--- config.mk ---
export PLATFORM = sky130hd
export DESIGN_NAME = coherentCache
export DESIGN_NICKNAME = d
export VERILOG_FILES = /design/src/coherencePkg.sv /design/src/memoryIf.sv /design/src/cacheIf.sv /design/src/cacheStore.sv /design/src/cpuController.sv /design/src/snoopController.sv /design/src/coherentCache.sv
export SDC_FILE = /design/constraint.sdc
export NUM_CORES = 1
export LEC_CHECK = 0
export ABC_AREA = 0
export BUFFER_PORTS_ARGS = -buffer_cell sky130_fd_sc_hd__buf_2
export CAP_MARGIN = 25
export CORE_ASPECT_RATIO = 1.4
export CORE_UTILIZATION = 50
export CTS_CLUSTER_DIAMETER = 200
export CTS_CLUSTER_SIZE = 30
export DETAILED_ROUTE_END_ITERATION = 8
export GPL_ROUTABILITY_DRIVEN = 0
export PLACE_DENSITY = 0.63
export SETUP_SLACK_MARGIN = 0.2
export SLEW_MARGIN = 10
export SYNTH_ARGS = -nofsm -noshare
export SYNTH_HDL_FRONTEND = slang
export SYNTH_SLANG_ARGS = --single-unit
--- constraint.sdc ---
create_clock -name clock -period 8.6 [get_ports clock]
set_clock_uncertainty 0.05 [all_clocks]
set_input_delay 1.72 -clock clock [delete_from_list [all_inputs] [get_ports clock]]
set_output_delay 1.72 -clock clock [all_outputs]
set_load 0.1 [all_outputs]
--- src/coherencePkg.sv ---
package coherencePkg;

	// MOESIF line states
	typedef enum logic [2:0] {
		INVALID,
		SHARED,
		EXCLUSIVE,
		OWNED,
		MODIFIED,
		FORWARD
	} CacheState;

	typedef enum logic [1:0] {
		NONE,
		BUS_READ,
		BUS_READ_EXCLUSIVE,
		BUS_UPGRADE
	} BusCommand;

	typedef enum logic [2:0] {
		WAITING_FOR_REQUEST,
		WRITING_BACK,
		READING_BLOCK,
		UPGRADING,
		SERVE_REQUEST_FINISH
	} CpuControllerState;

	// default geometry: 16 lines of 4 words
	localparam int DEFAULT_ADDRESS_WIDTH = 16;
	localparam int DEFAULT_INDEX_WIDTH = 4;
	localparam int DEFAULT_OFFSET_WIDTH = 2;
	localparam int DEFAULT_DATA_WIDTH = 16;

endpackage

--- src/memoryIf.sv ---
`timescale 1ns/10ps

interface MemoryInterface import coherencePkg::*; #(
	parameter int ADDRESS_WIDTH = DEFAULT_ADDRESS_WIDTH,
	parameter int DATA_WIDTH = DEFAULT_DATA_WIDTH
);

	logic [ADDRESS_WIDTH-1:0] address;
	logic [DATA_WIDTH-1:0] dataOut;
	logic [DATA_WIDTH-1:0] dataIn;
	logic readEnabled;
	logic writeEnabled;
	logic functionComplete;

	modport master (
		output address, dataOut, readEnabled, writeEnabled,
		input dataIn, functionComplete
	);

	modport slave (
		input address, dataOut, readEnabled, writeEnabled,
		output dataIn, functionComplete
	);

endinterface

--- src/cacheIf.sv ---
`timescale 1ns/10ps

interface CacheInterface import coherencePkg::*; #(
	parameter int ADDRESS_WIDTH = DEFAULT_ADDRESS_WIDTH,
	parameter int INDEX_WIDTH = DEFAULT_INDEX_WIDTH,
	parameter int OFFSET_WIDTH = DEFAULT_OFFSET_WIDTH,
	parameter int DATA_WIDTH = DEFAULT_DATA_WIDTH
);

	localparam int TAG_WIDTH = ADDRESS_WIDTH - INDEX_WIDTH - OFFSET_WIDTH;

	// cpu side
	logic [TAG_WIDTH-1:0] cpuTag;
	logic [INDEX_WIDTH-1:0] cpuIndex;
	logic [OFFSET_WIDTH-1:0] cpuOffset;
	logic [DATA_WIDTH-1:0] cpuDataIn;
	logic [DATA_WIDTH-1:0] cpuDataOut;
	CacheState cpuStateIn;
	CacheState cpuStateOut;
	logic [TAG_WIDTH-1:0] cpuTagOut;
	logic cpuHit;
	logic cpuWriteData;
	logic cpuWriteTag;
	logic cpuWriteState;

	// snoop side
	logic [TAG_WIDTH-1:0] snoopTag;
	logic [INDEX_WIDTH-1:0] snoopIndex;
	CacheState snoopStateOut;
	logic snoopHit;
	CacheState snoopStateIn;
	logic snoopWriteState;

	modport controller (
		output cpuTag, cpuIndex, cpuOffset, cpuDataIn, cpuStateIn,
		output cpuWriteData, cpuWriteTag, cpuWriteState,
		input cpuDataOut, cpuStateOut, cpuTagOut, cpuHit
	);

	modport snooper (
		output snoopTag, snoopIndex, snoopStateIn, snoopWriteState,
		input snoopStateOut, snoopHit
	);

	modport store (
		input cpuTag, cpuIndex, cpuOffset, cpuDataIn, cpuStateIn,
		input cpuWriteData, cpuWriteTag, cpuWriteState,
		output cpuDataOut, cpuStateOut, cpuTagOut, cpuHit,
		input snoopTag, snoopIndex, snoopStateIn, snoopWriteState,
		output snoopStateOut, snoopHit
	);

endinterface

--- src/cacheStore.sv ---
`timescale 1ns/10ps

module cacheStore import coherencePkg::*; #(
	parameter int ADDRESS_WIDTH = DEFAULT_ADDRESS_WIDTH,
	parameter int INDEX_WIDTH = DEFAULT_INDEX_WIDTH,
	parameter int OFFSET_WIDTH = DEFAULT_OFFSET_WIDTH,
	parameter int DATA_WIDTH = DEFAULT_DATA_WIDTH
) (
	input logic clock,
	input logic reset,
	CacheInterface.store store
);

	localparam int TAG_WIDTH = ADDRESS_WIDTH - INDEX_WIDTH - OFFSET_WIDTH;
	localparam int LINES = 2 ** INDEX_WIDTH;
	localparam int WORDS = 2 ** (INDEX_WIDTH + OFFSET_WIDTH);

	logic [TAG_WIDTH-1:0] tagArray [LINES];
	CacheState stateArray [LINES];
	logic [DATA_WIDTH-1:0] dataArray [WORDS];

	logic [INDEX_WIDTH-1:0] sweepIndex;
	logic sweeping;

	// combinational lookups on both ports
	assign store.cpuStateOut = stateArray[store.cpuIndex];
	assign store.cpuTagOut = tagArray[store.cpuIndex];
	assign store.cpuDataOut = dataArray[{store.cpuIndex, store.cpuOffset}];
	assign store.cpuHit = (store.cpuStateOut != INVALID) && (store.cpuTagOut == store.cpuTag);

	assign store.snoopStateOut = stateArray[store.snoopIndex];
	assign store.snoopHit = (store.snoopStateOut != INVALID)
		&& (tagArray[store.snoopIndex] == store.snoopTag);

	always_ff @(posedge clock) begin
		if (reset) begin
			sweepIndex <= '0;
			sweeping <= 1'b1;
		end else if (sweeping) begin
			// one line per cycle back to invalid
			stateArray[sweepIndex] <= INVALID;
			sweepIndex <= sweepIndex + 1'b1;
			sweeping <= !(&sweepIndex);
		end else begin
			if (store.cpuWriteState) begin
				stateArray[store.cpuIndex] <= store.cpuStateIn;
			end
			// snoop update comes last and overrides a cpu write to the same line
			if (store.snoopWriteState) begin
				stateArray[store.snoopIndex] <= store.snoopStateIn;
			end
		end
	end

	always_ff @(posedge clock) begin
		if (store.cpuWriteTag) begin
			tagArray[store.cpuIndex] <= store.cpuTag;
		end
		if (store.cpuWriteData) begin
			dataArray[{store.cpuIndex, store.cpuOffset}] <= store.cpuDataIn;
		end
	end

	// both controllers must stay quiet until the sweep is over
	assert property (@(posedge clock) disable iff (reset)
		sweeping |-> !(store.cpuWriteState || store.cpuWriteTag || store.cpuWriteData
			|| store.snoopWriteState));

endmodule

--- src/cpuController.sv ---
`timescale 1ns/10ps

module cpuController import coherencePkg::*; #(
	parameter int ADDRESS_WIDTH = DEFAULT_ADDRESS_WIDTH,
	parameter int INDEX_WIDTH = DEFAULT_INDEX_WIDTH,
	parameter int OFFSET_WIDTH = DEFAULT_OFFSET_WIDTH,
	parameter int DATA_WIDTH = DEFAULT_DATA_WIDTH
) (
	input logic clock,
	input logic reset,
	input logic [ADDRESS_WIDTH-1:0] cpuAddress,
	input logic [DATA_WIDTH-1:0] cpuWriteData,
	input logic cpuRead,
	input logic cpuWrite,
	output logic [DATA_WIDTH-1:0] cpuReadData,
	output logic cpuDone,
	MemoryInterface.master mem,
	CacheInterface.controller cache,
	output BusCommand busCommand,
	output logic busRequest,
	input logic busGrant,
	input logic sharedIn
);

	localparam int TAG_WIDTH = ADDRESS_WIDTH - INDEX_WIDTH - OFFSET_WIDTH;

	CpuControllerState state;
	BusCommand pendingCommand;
	logic granted;
	logic [OFFSET_WIDTH-1:0] wordCounter;
	logic [INDEX_WIDTH:0] sweepCount;

	logic [TAG_WIDTH-1:0] addrTag;
	logic [INDEX_WIDTH-1:0] addrIndex;
	logic [OFFSET_WIDTH-1:0] addrOffset;
	logic sweepDone;
	logic ownsLine;
	logic dirtyVictim;
	logic lastWord;
	logic blockTransfer;
	logic fillWrite;
	logic hitWrite;
	logic upgradeWrite;

	assign addrTag = cpuAddress[ADDRESS_WIDTH-1 -: TAG_WIDTH];
	assign addrIndex = cpuAddress[OFFSET_WIDTH +: INDEX_WIDTH];
	assign addrOffset = cpuAddress[OFFSET_WIDTH-1:0];

	// store clears its states during the first 2^INDEX_WIDTH cycles
	assign sweepDone = sweepCount[INDEX_WIDTH];

	assign ownsLine = (cache.cpuStateOut == EXCLUSIVE) || (cache.cpuStateOut == MODIFIED);
	assign dirtyVictim = (cache.cpuStateOut == MODIFIED) || (cache.cpuStateOut == OWNED);
	assign lastWord = &wordCounter;
	assign blockTransfer = (state == WRITING_BACK) || (state == READING_BLOCK);

	assign fillWrite = (state == READING_BLOCK) && granted && mem.functionComplete;
	assign hitWrite = (state == WAITING_FOR_REQUEST) && sweepDone && cpuWrite
		&& cache.cpuHit && ownsLine;
	assign upgradeWrite = (state == UPGRADING) && cache.cpuHit && busGrant;

	assign cache.cpuTag = addrTag;
	assign cache.cpuIndex = addrIndex;
	assign cache.cpuOffset = blockTransfer ? wordCounter : addrOffset;
	assign cache.cpuDataIn = fillWrite ? mem.dataIn : cpuWriteData;
	assign cache.cpuWriteData = fillWrite || hitWrite || upgradeWrite;
	assign cache.cpuWriteTag = fillWrite && lastWord;
	assign cache.cpuWriteState = (fillWrite && lastWord) || hitWrite || upgradeWrite;
	// a shared fill lands in forward and a sole copy in exclusive
	assign cache.cpuStateIn = (fillWrite && pendingCommand != BUS_READ_EXCLUSIVE)
		? (sharedIn ? FORWARD : EXCLUSIVE) : MODIFIED;

	// victim write-back uses the stored tag
	assign mem.address = {(state == WRITING_BACK) ? cache.cpuTagOut : addrTag,
		addrIndex, wordCounter};
	assign mem.dataOut = cache.cpuDataOut;

	assign cpuReadData = cache.cpuDataOut;

	// request only while waiting for a grant
	assign busRequest = !granted && (blockTransfer || state == UPGRADING);
	assign busCommand = busRequest ? pendingCommand : NONE;

	always_ff @(posedge clock) begin
		if (reset) begin
			state <= WAITING_FOR_REQUEST;
			pendingCommand <= NONE;
			granted <= 1'b0;
			wordCounter <= '0;
			sweepCount <= '0;
			cpuDone <= 1'b0;
			mem.readEnabled <= 1'b0;
			mem.writeEnabled <= 1'b0;
		end else begin
			if (!sweepDone) begin
				sweepCount <= sweepCount + 1'b1;
			end
			case (state)
				WAITING_FOR_REQUEST: begin
					if (sweepDone && (cpuRead || cpuWrite)) begin
						if (cache.cpuHit && (!cpuWrite || ownsLine)) begin
							cpuDone <= 1'b1;
							state <= SERVE_REQUEST_FINISH;
						end else if (cache.cpuHit) begin
							pendingCommand <= BUS_UPGRADE;
							state <= UPGRADING;
						end else begin
							pendingCommand <= cpuWrite ? BUS_READ_EXCLUSIVE : BUS_READ;
							state <= dirtyVictim ? WRITING_BACK : READING_BLOCK;
						end
					end
				end

				// one grant and one memory transaction per word
				WRITING_BACK, READING_BLOCK: begin
					if (!granted) begin
						if (busGrant) begin
							granted <= 1'b1;
							mem.writeEnabled <= (state == WRITING_BACK);
							mem.readEnabled <= (state == READING_BLOCK);
						end
					end else if (mem.functionComplete) begin
						granted <= 1'b0;
						mem.writeEnabled <= 1'b0;
						mem.readEnabled <= 1'b0;
						wordCounter <= wordCounter + 1'b1;
						if (lastWord) begin
							// after the fill the request is served again as a hit
							state <= (state == WRITING_BACK) ? READING_BLOCK : WAITING_FOR_REQUEST;
						end
					end
				end

				UPGRADING: begin
					if (!cache.cpuHit) begin
						// line was invalidated by a snoop so fetch it again
						pendingCommand <= BUS_READ_EXCLUSIVE;
						state <= READING_BLOCK;
					end else if (busGrant) begin
						cpuDone <= 1'b1;
						state <= SERVE_REQUEST_FINISH;
					end
				end

				SERVE_REQUEST_FINISH: begin
					cpuDone <= 1'b0;
					state <= WAITING_FOR_REQUEST;
				end

				default: begin
					state <= WAITING_FOR_REQUEST;
				end
			endcase
		end
	end

	assert property (@(posedge clock) disable iff (reset)
		!(mem.readEnabled && mem.writeEnabled));

	assert property (@(posedge clock) disable iff (reset)
		busRequest == (busCommand != NONE));

	// a pending bus request is never withdrawn before its grant
	assert property (@(posedge clock) disable iff (reset)
		busRequest && !busGrant |=> busRequest);

endmodule

--- src/snoopController.sv ---
`timescale 1ns/10ps

module snoopController import coherencePkg::*; #(
	parameter int ADDRESS_WIDTH = DEFAULT_ADDRESS_WIDTH,
	parameter int INDEX_WIDTH = DEFAULT_INDEX_WIDTH,
	parameter int OFFSET_WIDTH = DEFAULT_OFFSET_WIDTH
) (
	input logic clock,
	input logic reset,
	input logic snoopValid,
	input logic [ADDRESS_WIDTH-1:0] snoopAddress,
	input BusCommand snoopCommand,
	output logic sharedOut,
	output logic forwardOut,
	CacheInterface.snooper cache
);

	localparam int TAG_WIDTH = ADDRESS_WIDTH - INDEX_WIDTH - OFFSET_WIDTH;

	CacheState nextState;
	logic validHit;

	assign cache.snoopTag = snoopAddress[ADDRESS_WIDTH-1 -: TAG_WIDTH];
	assign cache.snoopIndex = snoopAddress[OFFSET_WIDTH +: INDEX_WIDTH];

	assign validHit = snoopValid && cache.snoopHit;
	assign sharedOut = validHit;
	assign forwardOut = validHit && (cache.snoopStateOut == FORWARD);

	always_comb begin
		nextState = cache.snoopStateOut;
		case (snoopCommand)
			BUS_READ: begin
				// another reader: give up exclusivity, keep dirty data as owner
				case (cache.snoopStateOut)
					MODIFIED: nextState = OWNED;
					EXCLUSIVE, FORWARD: nextState = SHARED;
					default: nextState = cache.snoopStateOut;
				endcase
			end
			BUS_READ_EXCLUSIVE, BUS_UPGRADE: nextState = INVALID;
			default: nextState = cache.snoopStateOut;
		endcase
	end

	assign cache.snoopStateIn = nextState;
	assign cache.snoopWriteState = validHit && (nextState != cache.snoopStateOut);

	assert property (@(posedge clock) disable iff (reset)
		forwardOut |-> sharedOut);

endmodule

--- src/coherentCache.sv ---
`timescale 1ns/10ps

module coherentCache import coherencePkg::*; #(
	parameter int ADDRESS_WIDTH = DEFAULT_ADDRESS_WIDTH,
	parameter int INDEX_WIDTH = DEFAULT_INDEX_WIDTH,
	parameter int OFFSET_WIDTH = DEFAULT_OFFSET_WIDTH,
	parameter int DATA_WIDTH = DEFAULT_DATA_WIDTH
) (
	input logic clock,
	input logic reset,
	input logic [ADDRESS_WIDTH-1:0] cpuAddress,
	input logic [DATA_WIDTH-1:0] cpuWriteData,
	input logic cpuRead,
	input logic cpuWrite,
	output logic [DATA_WIDTH-1:0] cpuReadData,
	output logic cpuDone,
	output logic [ADDRESS_WIDTH-1:0] memAddress,
	output logic [DATA_WIDTH-1:0] memWriteData,
	input logic [DATA_WIDTH-1:0] memReadData,
	output logic memRead,
	output logic memWrite,
	input logic memDone,
	output BusCommand busCommand,
	output logic busRequest,
	input logic busGrant,
	input logic sharedIn,
	input logic snoopValid,
	input logic [ADDRESS_WIDTH-1:0] snoopAddress,
	input BusCommand snoopCommand,
	output logic sharedOut,
	output logic forwardOut
);

	MemoryInterface #(
		.ADDRESS_WIDTH(ADDRESS_WIDTH),
		.DATA_WIDTH(DATA_WIDTH)
	) memoryBus ();

	CacheInterface #(
		.ADDRESS_WIDTH(ADDRESS_WIDTH),
		.INDEX_WIDTH(INDEX_WIDTH),
		.OFFSET_WIDTH(OFFSET_WIDTH),
		.DATA_WIDTH(DATA_WIDTH)
	) cacheBus ();

	assign memAddress = memoryBus.address;
	assign memWriteData = memoryBus.dataOut;
	assign memRead = memoryBus.readEnabled;
	assign memWrite = memoryBus.writeEnabled;
	assign memoryBus.dataIn = memReadData;
	assign memoryBus.functionComplete = memDone;

	cacheStore #(
		.ADDRESS_WIDTH(ADDRESS_WIDTH),
		.INDEX_WIDTH(INDEX_WIDTH),
		.OFFSET_WIDTH(OFFSET_WIDTH),
		.DATA_WIDTH(DATA_WIDTH)
	) storeUnit (
		.clock(clock),
		.reset(reset),
		.store(cacheBus.store)
	);

	cpuController #(
		.ADDRESS_WIDTH(ADDRESS_WIDTH),
		.INDEX_WIDTH(INDEX_WIDTH),
		.OFFSET_WIDTH(OFFSET_WIDTH),
		.DATA_WIDTH(DATA_WIDTH)
	) cpuControl (
		.clock(clock),
		.reset(reset),
		.cpuAddress(cpuAddress),
		.cpuWriteData(cpuWriteData),
		.cpuRead(cpuRead),
		.cpuWrite(cpuWrite),
		.cpuReadData(cpuReadData),
		.cpuDone(cpuDone),
		.mem(memoryBus.master),
		.cache(cacheBus.controller),
		.busCommand(busCommand),
		.busRequest(busRequest),
		.busGrant(busGrant),
		.sharedIn(sharedIn)
	);

	snoopController #(
		.ADDRESS_WIDTH(ADDRESS_WIDTH),
		.INDEX_WIDTH(INDEX_WIDTH),
		.OFFSET_WIDTH(OFFSET_WIDTH)
	) snoopControl (
		.clock(clock),
		.reset(reset),
		.snoopValid(snoopValid),
		.snoopAddress(snoopAddress),
		.snoopCommand(snoopCommand),
		.sharedOut(sharedOut),
		.forwardOut(forwardOut),
		.cache(cacheBus.snooper)
	);

endmodule

-- Word-level counts from Yosys, hierarchy flattened
Memory sizes are Yosys's and may differ from the RTL's.
Index checks and enable logic that the tools add are counted.
- flip-flop bits (word level): 21
- bits in writable memories: 1232
- input bits: 74
- output and inout port bits: 56
- memories kept: 3
- $add $sub $neg: 3
- equality and inequality tests: 28
- mux-type cells: 58
- reduce and logical (&&, ||, !) cells: 48
- memory list (name ; depth ; bits a word ; rd ports ; clocked after memory_dff ; wr ports ; RTL line ; text):
    storeUnit.dataArray ; 64 ; 16 ; 1 ; 0 ; 1 ; cacheStore.sv:20 ; logic [DATA_WIDTH-1:0] dataArray [WORDS];
    storeUnit.tagArray ; 16 ; 10 ; 2 ; 0 ; 1 ; cacheStore.sv:18 ; logic [TAG_WIDTH-1:0] tagArray [LINES];
    storeUnit.stateArray ; 16 ; 3 ; 2 ; 0 ; 2 ; cacheStore.sv:19 ; CacheState stateArray [LINES];
- operator list (cell ; number):
    two-way mux 3 bit ; 11
    two-way mux 1 bit ; 29
    == test 10 bit ; 2
    logical AND 1 bit ; 18
    two-way mux 2 bit ; 9
    two-way mux 16 bit ; 1
    != test 2 bit (second input constant) ; 8
    == test 3 x 2 -> 1 bit (second input constant) ; 5
    == test 3 bit (second input constant) ; 4
    one-hot mux 3 bit (2 select lines) ; 2
    logical OR 1 bit ; 10
    two-way mux 10 bit ; 1
    AND reduction 5 bit ; 2
    one-hot mux 3 bit (3 select lines) ; 1
    nonzero test 3 bit ; 3
    AND reduction 4 bit ; 2
    != test 2 x 1 -> 1 bit (second input constant) ; 3
    AND reduction 3 bit ; 2
    OR reduction 2 bit ; 3
    adder 5 x 1 -> 5 bit (second input constant) ; 1
    two-way mux 5 bit ; 1
    adder 4 x 1 -> 4 bit (second input constant) ; 1
    == test 2 bit (second input constant) ; 2
    two-way mux 4 bit ; 1
    12 further kinds ; 15

-- Longest topological paths before layout
Gate-level depths: netlist of run 1.
- depth in word-level cells: 13
- depth in mapped cells: 15

-- Hierarchy
Synthesis of run 1 repeated with hierarchy kept, for this count alone.
- cell total of the unflattened synthesis: 2982
- area total of the unflattened synthesis: 52108.7 µm²
- by module, submodules not included (module ; instances ; cells an instance ; area an instance (µm²) ; sequential area each (µm²)):
    cacheStore ; 1 ; 2755 ; 50176.9 ; 37095.6
    cpuController ; 1 ; 196 ; 1731.7 ; 320.3
    snoopController ; 1 ; 31 ; 200.2 ; 0.0

-- Worst setup path after synthesis of run 1
No wires, ideal clock.
- kind: input to output
- start point: in cpuAddress[2]
- end point: out memWriteData[9]
- arrival time: 6.676 ns
- data required time: 6.830 ns
- setup slack: 0.154 ns
- stages on the path: 14
- path buffers: 8
- path through: buf_6 buf_6 buf_4 buf_2 inv_1 a21oi_1 clkbuf_1 clkbuf_1 clkbuf_1 a22oi_1 nand3_1 a21oi_1 o21ai_0 buf_4
- word-level cells in the longest chain between the ends: 1
- RTL lines (element ; RTL line ; text):
    from (decl) ; coherentCache.sv:11 ; input logic [ADDRESS_WIDTH-1:0] cpuAddress,
    memory (64 x 16 bit) ; -- ;
    to (decl) ; coherentCache.sv:18 ; output logic [DATA_WIDTH-1:0] memWriteData,
Every way passes these cells.

-- Final worst setup path of run 1
- start point: in cpuAddress[2]
- end point: out cpuReadData[14]
- word-level cells in the longest chain between the ends: 1
- RTL lines (element ; RTL line ; text):
    memory (64 x 16 bit) ; -- ;
    to (decl) ; coherentCache.sv:15 ; output logic [DATA_WIDTH-1:0] cpuReadData,
Every way passes these cells.

==> results of run 1 <==
==> state kept, by name, indices dropped and copies added (netlist names) <==
register and count:
storeUnit.sweeping 1, cpuControl.mem.writeEnabled 1, cpuControl.sweepCount 5, cpuControl.granted 1, cpuControl.pendingCommand 2, cpuControl.mem.readEnabled 1, storeUnit.stateArray 48, cpuControl.wordCounter 2
cpuControl.state 3, storeUnit.dataArray 1024, cpuControl.cpuDone 1, storeUnit.tagArray 160, storeUnit.sweepIndex 4
==> power by group through the flow <==
stage               Sequential, mW  Clock, mW  Combinational (mW)
global route                  6.73       2.98                2.02
floorplan                     6.86          0                1.28
finish                        6.73       2.77                1.95
global placement              6.86          0                1.91
detailed placement            6.86          0                1.93
CTS                           6.73       2.80                1.94
==> critical path, stage by stage <==
cell and delay, ns:
buf_6 0.38, inv_1 0.36, a21oi_4 0.90, buf_4 0.30
buf_4 0.27, a22oi_1 0.13, a31oi_1 0.50, nor3_1 0.17
o221ai_1 0.26, buf_2 0.54
==> through the flow <==
stage / total power, mW / instance area (um2) / instances / hold WS, ns / util (%)
final: 11.4 / 53900 / 4370 / 0.444 / 54.8
after global routing: 11.7 / 53900 / 4370 / 0.479 / 54.8
after CTS: 11.5 / 53900 / 4369 / 0.455 / 54.8
after detailed placement: 8.80 / 52600 / 4310 / 0.436 / 53.5
after global placement: 8.78 / 52600 / 4307 / 0.430 / 53.5
after floorplan: 8.13 / 49800 / 2912 / 0.409 / -
==> synthesized netlist by cell type, types with 5 or more instances <==
library cell | count | share of area (%)
mux4_2 | 97 | 4.4
nand3_1 | 34 | 0.34
and2_1 | 5 | 0.063
buf_1 | 35 | 0.26
edfxtp_1 | 1232 | 74
a211oi_1 | 6 | 0.090
a31oi_1 | 42 | 0.53
a21oi_1 | 64 | 0.64
mux2i_1 | 101 | 2.0
xnor2_1 | 15 | 0.26
nor3_1 | 37 | 0.37
nor4_1 | 5 | 0.063
a21o_1 | 7 | 0.11
buf_4 | 25 | 0.38
or3_1 | 8 | 0.10
mux2_2 | 33 | 0.75
dfxtp_1 | 21 | 0.84
and3_1 | 6 | 0.075
a222oi_1 | 32 | 0.64
nand2b_1 | 7 | 0.088
xor2_1 | 10 | 0.18
a41oi_1 | 13 | 0.23
nand2_1 | 100 | 0.75
a22oi_1 | 342 | 5.2
o21bai_1 | 5 | 0.075
and4_1 | 5 | 0.088
buf_6 | 7 | 0.16
o22ai_1 | 27 | 0.34
nor2b_1 | 13 | 0.16
nand4_1 | 38 | 0.48
a221oi_1 | 55 | 0.97
o211ai_1 | 11 | 0.17
o21ai_0 | 44 | 0.44
a22o_1 | 59 | 1.0
nor2_1 | 164 | 1.2
inv_1 | 8 | 0.060
clkbuf_1 | 133 | 1.0
buf_2 | 15 | 0.15
==> per-layer routing <==
| metal | global-route usage (%) | up-vias |
|---|---|---|
| li1 | - | 12222 |
| met1 | 35.0 | 14983 |
| met2 | 46.2 | 1558 |
| met3 | 4.00 | 289 |
| met4 | 15.1 | 2 |
| met5 | 0 | - |
==> cell type report <==
cell class,instances,area (um2),area share (%)
multi-input combinational,1436,11500,21.3
sequential,1253,37400,69.4
inverter,8,30.0,0.0557
timing repair buffer,302,2070,3.85
clock buffer,56,1230,2.28
clock inverter,3,33.8,0.0627
tap,1311,1640,3.04
antenna,1,2.50,0.00464
==> worst paths after layout <==
path	startpoint	end	slack, ns
hold reg to reg	cpuControl.cpuDone$_SDFFE_PP0P_	cpuControl.cpuDone$_SDFFE_PP0P_	0.44
setup / recovery	cpuAddress[2]	cpuReadData[14]	1.25
hold / removal	cpuControl.cpuDone$_SDFFE_PP0P_	cpuControl.cpuDone$_SDFFE_PP0P_	0.44
setup reg to reg	storeUnit.stateArray[4][0]$_DFFE_PP_	storeUnit.stateArray[9][1]$_DFFE_PP_	3.91
==> kinds of logic (layout without fill, tap and decap cells) <==
group	Yosys count	in the layout	synth area share [%]
buf+inv	223	369	2.01
compound gates	732	732	10.9
other cells	0	1	0
xor+xnor	25	25	0.440
flops	1253	1253	75.2
fa+ha+maj	3	3	0.0754
simple gates	443	443	4.17
mux	233	233	7.22
==> results, run 1 <==
- The flow ran to the end, and the final reports show no timing, DRC or antenna violations.
- Clock-pin slew was measured on the worst setup and hold paths at roughly 0.12 ns.
- The type of element launching the critical path is a primary input.
- The die covers 101,000 um2.
- The total of fill cells in the finished design is between 7,000 and 8,000.
- The clock period could shrink to 7.35 ns.
- Once detailed placement completed, the half-perimeter wirelength came to between 80,000 and 90,000 um.
- The count of routing violations after the opening detailed-route iteration is around 3,700.
- The number of H-tree branching levels is 2.
- The number of global-route vias before repair was 28,340.
- The via count is 29,054.
- The netlist area before placement is ~50,000 um2.
- Along the worst hold path, the cell count comes to 2.
- The number of resized instances in the post-cts repair step is 0.
- The count of final max-slew check failures came to 0.
- The TritonCTS clock tree is built.
- Setup violations remaining at the end of the flow were counted as 0.
- The maximum clock rate is roughly 140 MHz.
- The top metal layer carrying routed signals is met5.
- The setup TNS after final layout is 0 ns.
- The register share of total power is 58.8%.
- After layout, the worst path uses between 80% and 90% of the clock period.
- In the final routing, the length of wire on met1 measures between 50,000 and 60,000 um.
- Across the run, the number of max-cap violations was 0.
- The leakage power is roughly 17 nW.
- The clock latency at the later pin of the worst-skew pair is between 0.6 and 0.7 ns.
- Yosys printed 0 warnings.
- For the pin with the worst max-slew slack, the measured transition is approximately 1.1 ns.
- The chip width is ~270 um.
- Setup repair after global routing left no endpoint under its margin.
- The most frequently used flop master after synthesis is edfxtp_1.
- The number of failing hold endpoints at the final stage is 0.
- Wires add up to 141,000 um.
- The synthesized area divided by synthesized cell count is 17.1 um2.
- The tree is rooted in a clkbuf_16.
- The floorplan step set the die height to 375 um.
- In the layout the commonest cells are edfxtp_1 (1,232), a22oi_1 (342), buf_4 (168), nor2_1 (150), buf_2 (124).
- In the global route stage, overall resource usage came out at between 20 and 30%.
- Prior to clock tree synthesis, the placed netlist has a worst setup slack of between 1 and 1.5 ns.
- The signed area change from the synthesized netlist to the final layout is 8.31%.
- The number of input and output port buffers inserted is ~130.
- The sum of met2 wire segment lengths after detailed routing is between 60,000 and 70,000 um.
- Buffers inserted during clock tree synthesis total 47.
- The clock drives about 1,300 sinks.
- The worst-case setup margin in the final layout is 1.25 ns.
- The buffer depth of the longest clock path is 3.
- The pin count of the biggest net entering global routing is 65.
- In this run the worst path has a maximum fanout of 35.
- Dividing the detail-routed via count by the number of cells gives roughly 6.6.
- The worst setup path is of the in -> out kind.
- Summed over all layers, the global routing overflow is 0.
- The worst reg2reg path depth is 9.
- The number of nets in the layout is ~3,100.
- The part of the power in combinational logic is around 17%.
- The initial antenna violation count is 4.
- After detailed routing, the number of remaining DRC violations is 0.
- In the final routed layout, each cell accounts on average for between 30 and 40 um.
- In this run the tightest slew margin relative to its limit is around 29%.
- The portion of the post-synthesis area used by sequential elements is roughly three quarters.
- The post-synthesis cell type count is 66.
- The maximum VDD drop is around 270 uV.
- The standard cell core area is between 90,000 and 100,000 um2.
- The detailed route wirelength on metal3 is 10,800 um.
- The number of synthesized register bits is approximately 1,300.
- The hold buffer count at CTS is 0.
- The number of cells produced by synthesis is slightly below 3,000.
- The internal portion of total power is approximately 8.2 mW.
- The initial utilization of the core area, before any placement, comes to 50.6%.
- Cells with a size suffix above 1 make up roughly 17% of the layout.
- The row count is 136.
- In this run, synthesis inferred 1,232 flip-flops with an integrated enable.
- 130 I/O pins were placed.
- The proportion of synthesized flip-flops having asynchronous set or reset is 0%.
- The sort of element at the end of the critical path is an output port.
- The length of the first detailed-routing pass in iterations is 6.
- The worst hold-check path type is reg -> reg.
- In this run the remaining antenna-violating nets after routing total 0.
- The wire length of the first global-routing pass is about 200,000 um.
- The endpoint arrival time on the critical path is around 5.6 ns.
- The total nets after synthesis is approximately 3,000.
- The switching part of the total power is 28.0%.
- The post-CTS setup buffer count is 0.
- The data required time of the worst path is a little under 7 ns.
- The net switching power is 3.21 mW.
- The power per unit of standard cell area is 212 nW/um2.
- The library cell used most frequently in the layout, excluding fill and tap cells, is edfxtp_1.
- The share of total power in the clock network is 24.2%.
No activity file was read; power rests on OpenSTA's default activity.
==> run 2, diff against run 1 <==
- CORE_MARGIN: default -> 4
- SETUP_SLACK_MARGIN: 0.2 -> default
- SYNTH_HIERARCHICAL: default -> 1
==> results, run 2 <==
- The top register by number of flip-flops is storeUnit/dataArray.
- The final count of negative-setup-slack endpoints is 0 (unchanged).
- In the layout the commonest cells are edfxtp_1 (1,232), mux4_2 (172), buf_4 (153), nand2_1 (141), nor2_1 (136).
- The number of enable flip-flop cells after synthesis came to 1,232 (unchanged).
- Among all flip-flop cells after synthesis, the most frequent one is edfxtp_1.
- The overall global routing resource usage was 26.6% (-1.2 points).
- The number of resized instances in the post-cts repair step was 0 (unchanged).
- The buffer type at the clock tree root is clkbuf_16.
- The tightest min-delay check is of the reg -> reg type.
- The largest driver fanout on the critical path is 58 (+66%).
- The number of nets in the layout is 3,142 (+0.54%).
- The initial core utilization is 50.6% (about the same).
- The number of maximum-capacitance constraint violations was 0 (unchanged).
- The post-synthesis cell type count is 71 (+7.6%).
- The post-layout instance area was 55,800 um2 (+3.5%).
- The largest total area in the synthesized netlist belongs to edfxtp_1.
- The flow ran to the end, and the final reports show no timing, DRC or antenna violations.
- The proportion of synthesized flip-flops having asynchronous set or reset came to 0% (unchanged).
- The post-CTS setup buffer count is 0 (unchanged).
- The via count is 29,716 (+2.3%).
- The portion of the post-synthesis area used by sequential elements was 71.8% (-3.4 points).
- The number of failing hold endpoints at the final stage is 0 (unchanged).
- The total nets after synthesis came to 3,059 (+2.3%).
- The clock period minus worst slack is 7.52 ns (+0.173 ns).
- The share of the synthesized area in the top cell type is 71.0% (-3.3 points).
- The aggregate routed wire length came to 147,000 um (+4.6%).
- The endpoint arrival time on the critical path is 5.75 ns (+0.17 ns).
- The data required time of the worst path is 6.83 ns (about the same).
- The most instantiated library cell after synthesis is edfxtp_1.
- The total I/O pin count was 130 (unchanged).
- The leakage power is 17.8 nW (+5.3%).
- The share of final-layout standard cells stronger than drive strength 1 is 22.8% (+5.9 points).
- The instance area after placement was 54,600 um2 (+3.6%).
- The post-detailed-route DRC marker count was 0 (unchanged).
- The total of fill cells in the finished design came to 8,019 (+4.2%).
- The number of global-route vias before repair came to 29,129 (+2.8%).
- The maximum VDD drop is 185 uV (-31%).
- The clock latency at the later pin of the worst-skew pair was 0.66 ns (about the same).
- The standard cell core area is 103,000 um2 (+4.7%).
- The number of CTS-inserted buffers was 47 (unchanged).
- The final design utilization came to 54.2% (-0.60 points).
- The largest registers in the layout are storeUnit/dataArray x1024, storeUnit/tagArray x160, storeUnit/stateArray x48.
- The wire length of the first global-routing pass is 210,000 um (+5.3%).
- The count of final max-slew check failures was 0 (unchanged).
- The pin slew with the least headroom to its limit came to 1.10 ns (+0.0366 ns).
- Yosys attributes the largest share of cell area to edfxtp_1 (71%), mux4_2 (7.4%), mux2_2 (2.7%), mux2i_1 (2.3%), a221oi_1 (2.1%).
- The die footprint is 110,000 um2 (+8.6%).
- The synthesized area divided by synthesized cell count is 17.5 um2 (+2.2%).
- The per-cell via count in the routed design is 6.73 (+1.2%).
- The initial antenna violation count is 3 (-1).
- The chip width is 281 um (+4.5%).
- The commonest cells after synthesis are edfxtp_1 (1,232), mux4_2 (172), nor2_1 (159), nand2_1 (141), a221oi_1 (127).
- The number of input and output port buffers inserted is 127 (unchanged).
- The critical path is of the reg -> out type.
- The total clock sinks is 1,253 (unchanged).
- The count of routing violations after the opening detailed-route iteration is 3,932 (+6.3%).
- The length of the first detailed-routing pass in iterations is 8 (+2).
- The portion of the clock cycle consumed by the worst path in the final layout is 87.5% (+2.0 points).
- The power per unit of standard cell area was 188 nW/um2 (-11%).
- The residual overflow from global routing is 0 (unchanged).
- The total number of yosys warnings came to 6 (+6).
- The flip-flop count of the largest register after layout is 1,024 (unchanged).
- TritonCTS built the clock tree.
- The number of nets with antenna violations after routing is 0 (unchanged).
- The buffer depth of the longest clock path came to 3 (unchanged).
- The number of H-tree branching levels is 2 (unchanged).
- The library cell used most frequently in the layout, excluding fill and tap cells, is edfxtp_1.
- The worst slew margin relative to its limit was 26.4% (-2.3 points).
- The wire length per cell after detailed routing is 33.3 um (+3.5%).
- The pin count of the biggest net entering global routing is 77 (+18%).
- The signed area change from the synthesized netlist to the final layout is 7.11%.
- The netlist area before placement came to 52,100 um2 (+4.7%).
- The worst setup path is captured at an output port.
- The number of cells produced by synthesis came to 2,982 (+2.4%).
- The floorplan die height is 390 um (+3.9%).
- The number of synthesized register bits was 1,253 (unchanged).
- The HPWL after detailed placement was 92,300 um (+6.3%).
- The clock transition time at the flip-flop clock pins of the worst setup and hold paths is 0.11 ns (about the same).
- The row count is 139 (+2.2%).
- Setup repair after global routing left no endpoint under its margin.
- The worst setup path is launched from a register.
- The hold buffer count at CTS is 0 (unchanged).
- The setup TNS after final layout is 0 ns (unchanged).
- The maximum clock rate is 133 MHz (-2.3%).
-- run 2: changes by cell type in the layout (fill, tap and decap cells not counted), sizes merged, moves of 30 or more --
cell and delta:
nand2 +42, mux2 +107, a221oi +72, a221o +31, mux4 +78, nand4 -30, a22o -39, a22oi -248
-- run 2: cell families (layout without fill, tap and decap cells) --
| logic type | Yosys count | after routing | share of synthesized area, % |
|---|---|---|---|
| buffers and inverters | 265 | 357 | 2.75 |
| and+or+nand+nor | 447 | 447 | 3.93 |
| other | 0 | 2 | 0 |
| AOI/OAI and AO/OA | 534 | 534 | 7.65 |
| adders and majority gates | 3 | 3 | 0.0720 |
| xor gates and xnor gates | 45 | 45 | 0.756 |
| DFF | 1253 | 1253 | 71.8 |
| muxes | 435 | 435 | 13.0 |
-- run 2: path summary, 6_finish.rpt --
kind / slack, ns / depth (start not counted) / to / from
worst max-delay path: 1.08 / 12 / cpuReadData[4] / cpuControl/state[1]$_SDFFE_PP0P_
worst min-delay path: 0.44 / 2 / cpuControl/pendingCommand[0]$_SDFFE_PP0P_ / cpuControl/pendingCommand[0]$_SDFFE_PP0P_
worst max register to register: 3.27 / 12 / storeUnit/stateArray[15][1]$_DFFE_PP_ / storeUnit/stateArray[7][0]$_DFFE_PP_
worst min register to register: 0.44 / 2 / cpuControl/pendingCommand[0]$_SDFFE_PP0P_ / cpuControl/pendingCommand[0]$_SDFFE_PP0P_
-- run 2: final cells by class --
cell class                 instances  area, um2  area share, %
sequential                      1253      37400           67.0
timing repair buffer             289       1990           3.56
tap                             1339       1680           3.00
inverter                          10       38.8         0.0695
clock inverter                     3       41.3         0.0740
antenna                            2       5.00        0.00897
multi-input combinational       1464      13400           24.1
clock buffer                      55       1210           2.16
-- run 2: worst max-delay path, cell delays in order (launching register included) --
cell and delay [ns]:
dfxtp_1 0.63, xnor2_1 0.23, nor2_1 0.39, mux2_8 0.60
buf_4 0.41, nor2b_2 0.53, buf_4 0.44, a22oi_1 0.15
o22ai_1 0.21, a21oi_1 0.17, o22ai_1 0.38, or4_1 0.34
buf_2 0.49
-- run 2: report_power, final --
group	switching (mW)	internal, mW
sequential	0.00420	6.70
clock	1.74	1.01
combinational	0.779	0.284
-- run 2: through the flow --
stage	hold slack [ns]	instances	worst slack, ns	total power [mW]
after floorplan	0.385	2982	0.944	7.58
after global placement	0.399	4353	1.32	7.88
after detailed placement	0.419	4355	1.22	7.90
after CTS	0.436	4413	1.13	10.6
after global routing	0.447	4413	0.819	10.8
final	0.436	4415	1.08	10.5
-- run 2: layer usage --
layer / global-route usage, % / share of wire (%) / vias up
met5: 0 / 0.026 / -
met4: 12.7 / 5.9 / 6
met3: 3.40 / 8.4 / 351
met2: 44.5 / 49 / 1661
met1: 34.7 / 36 / 15476
li1: - / - / 12222
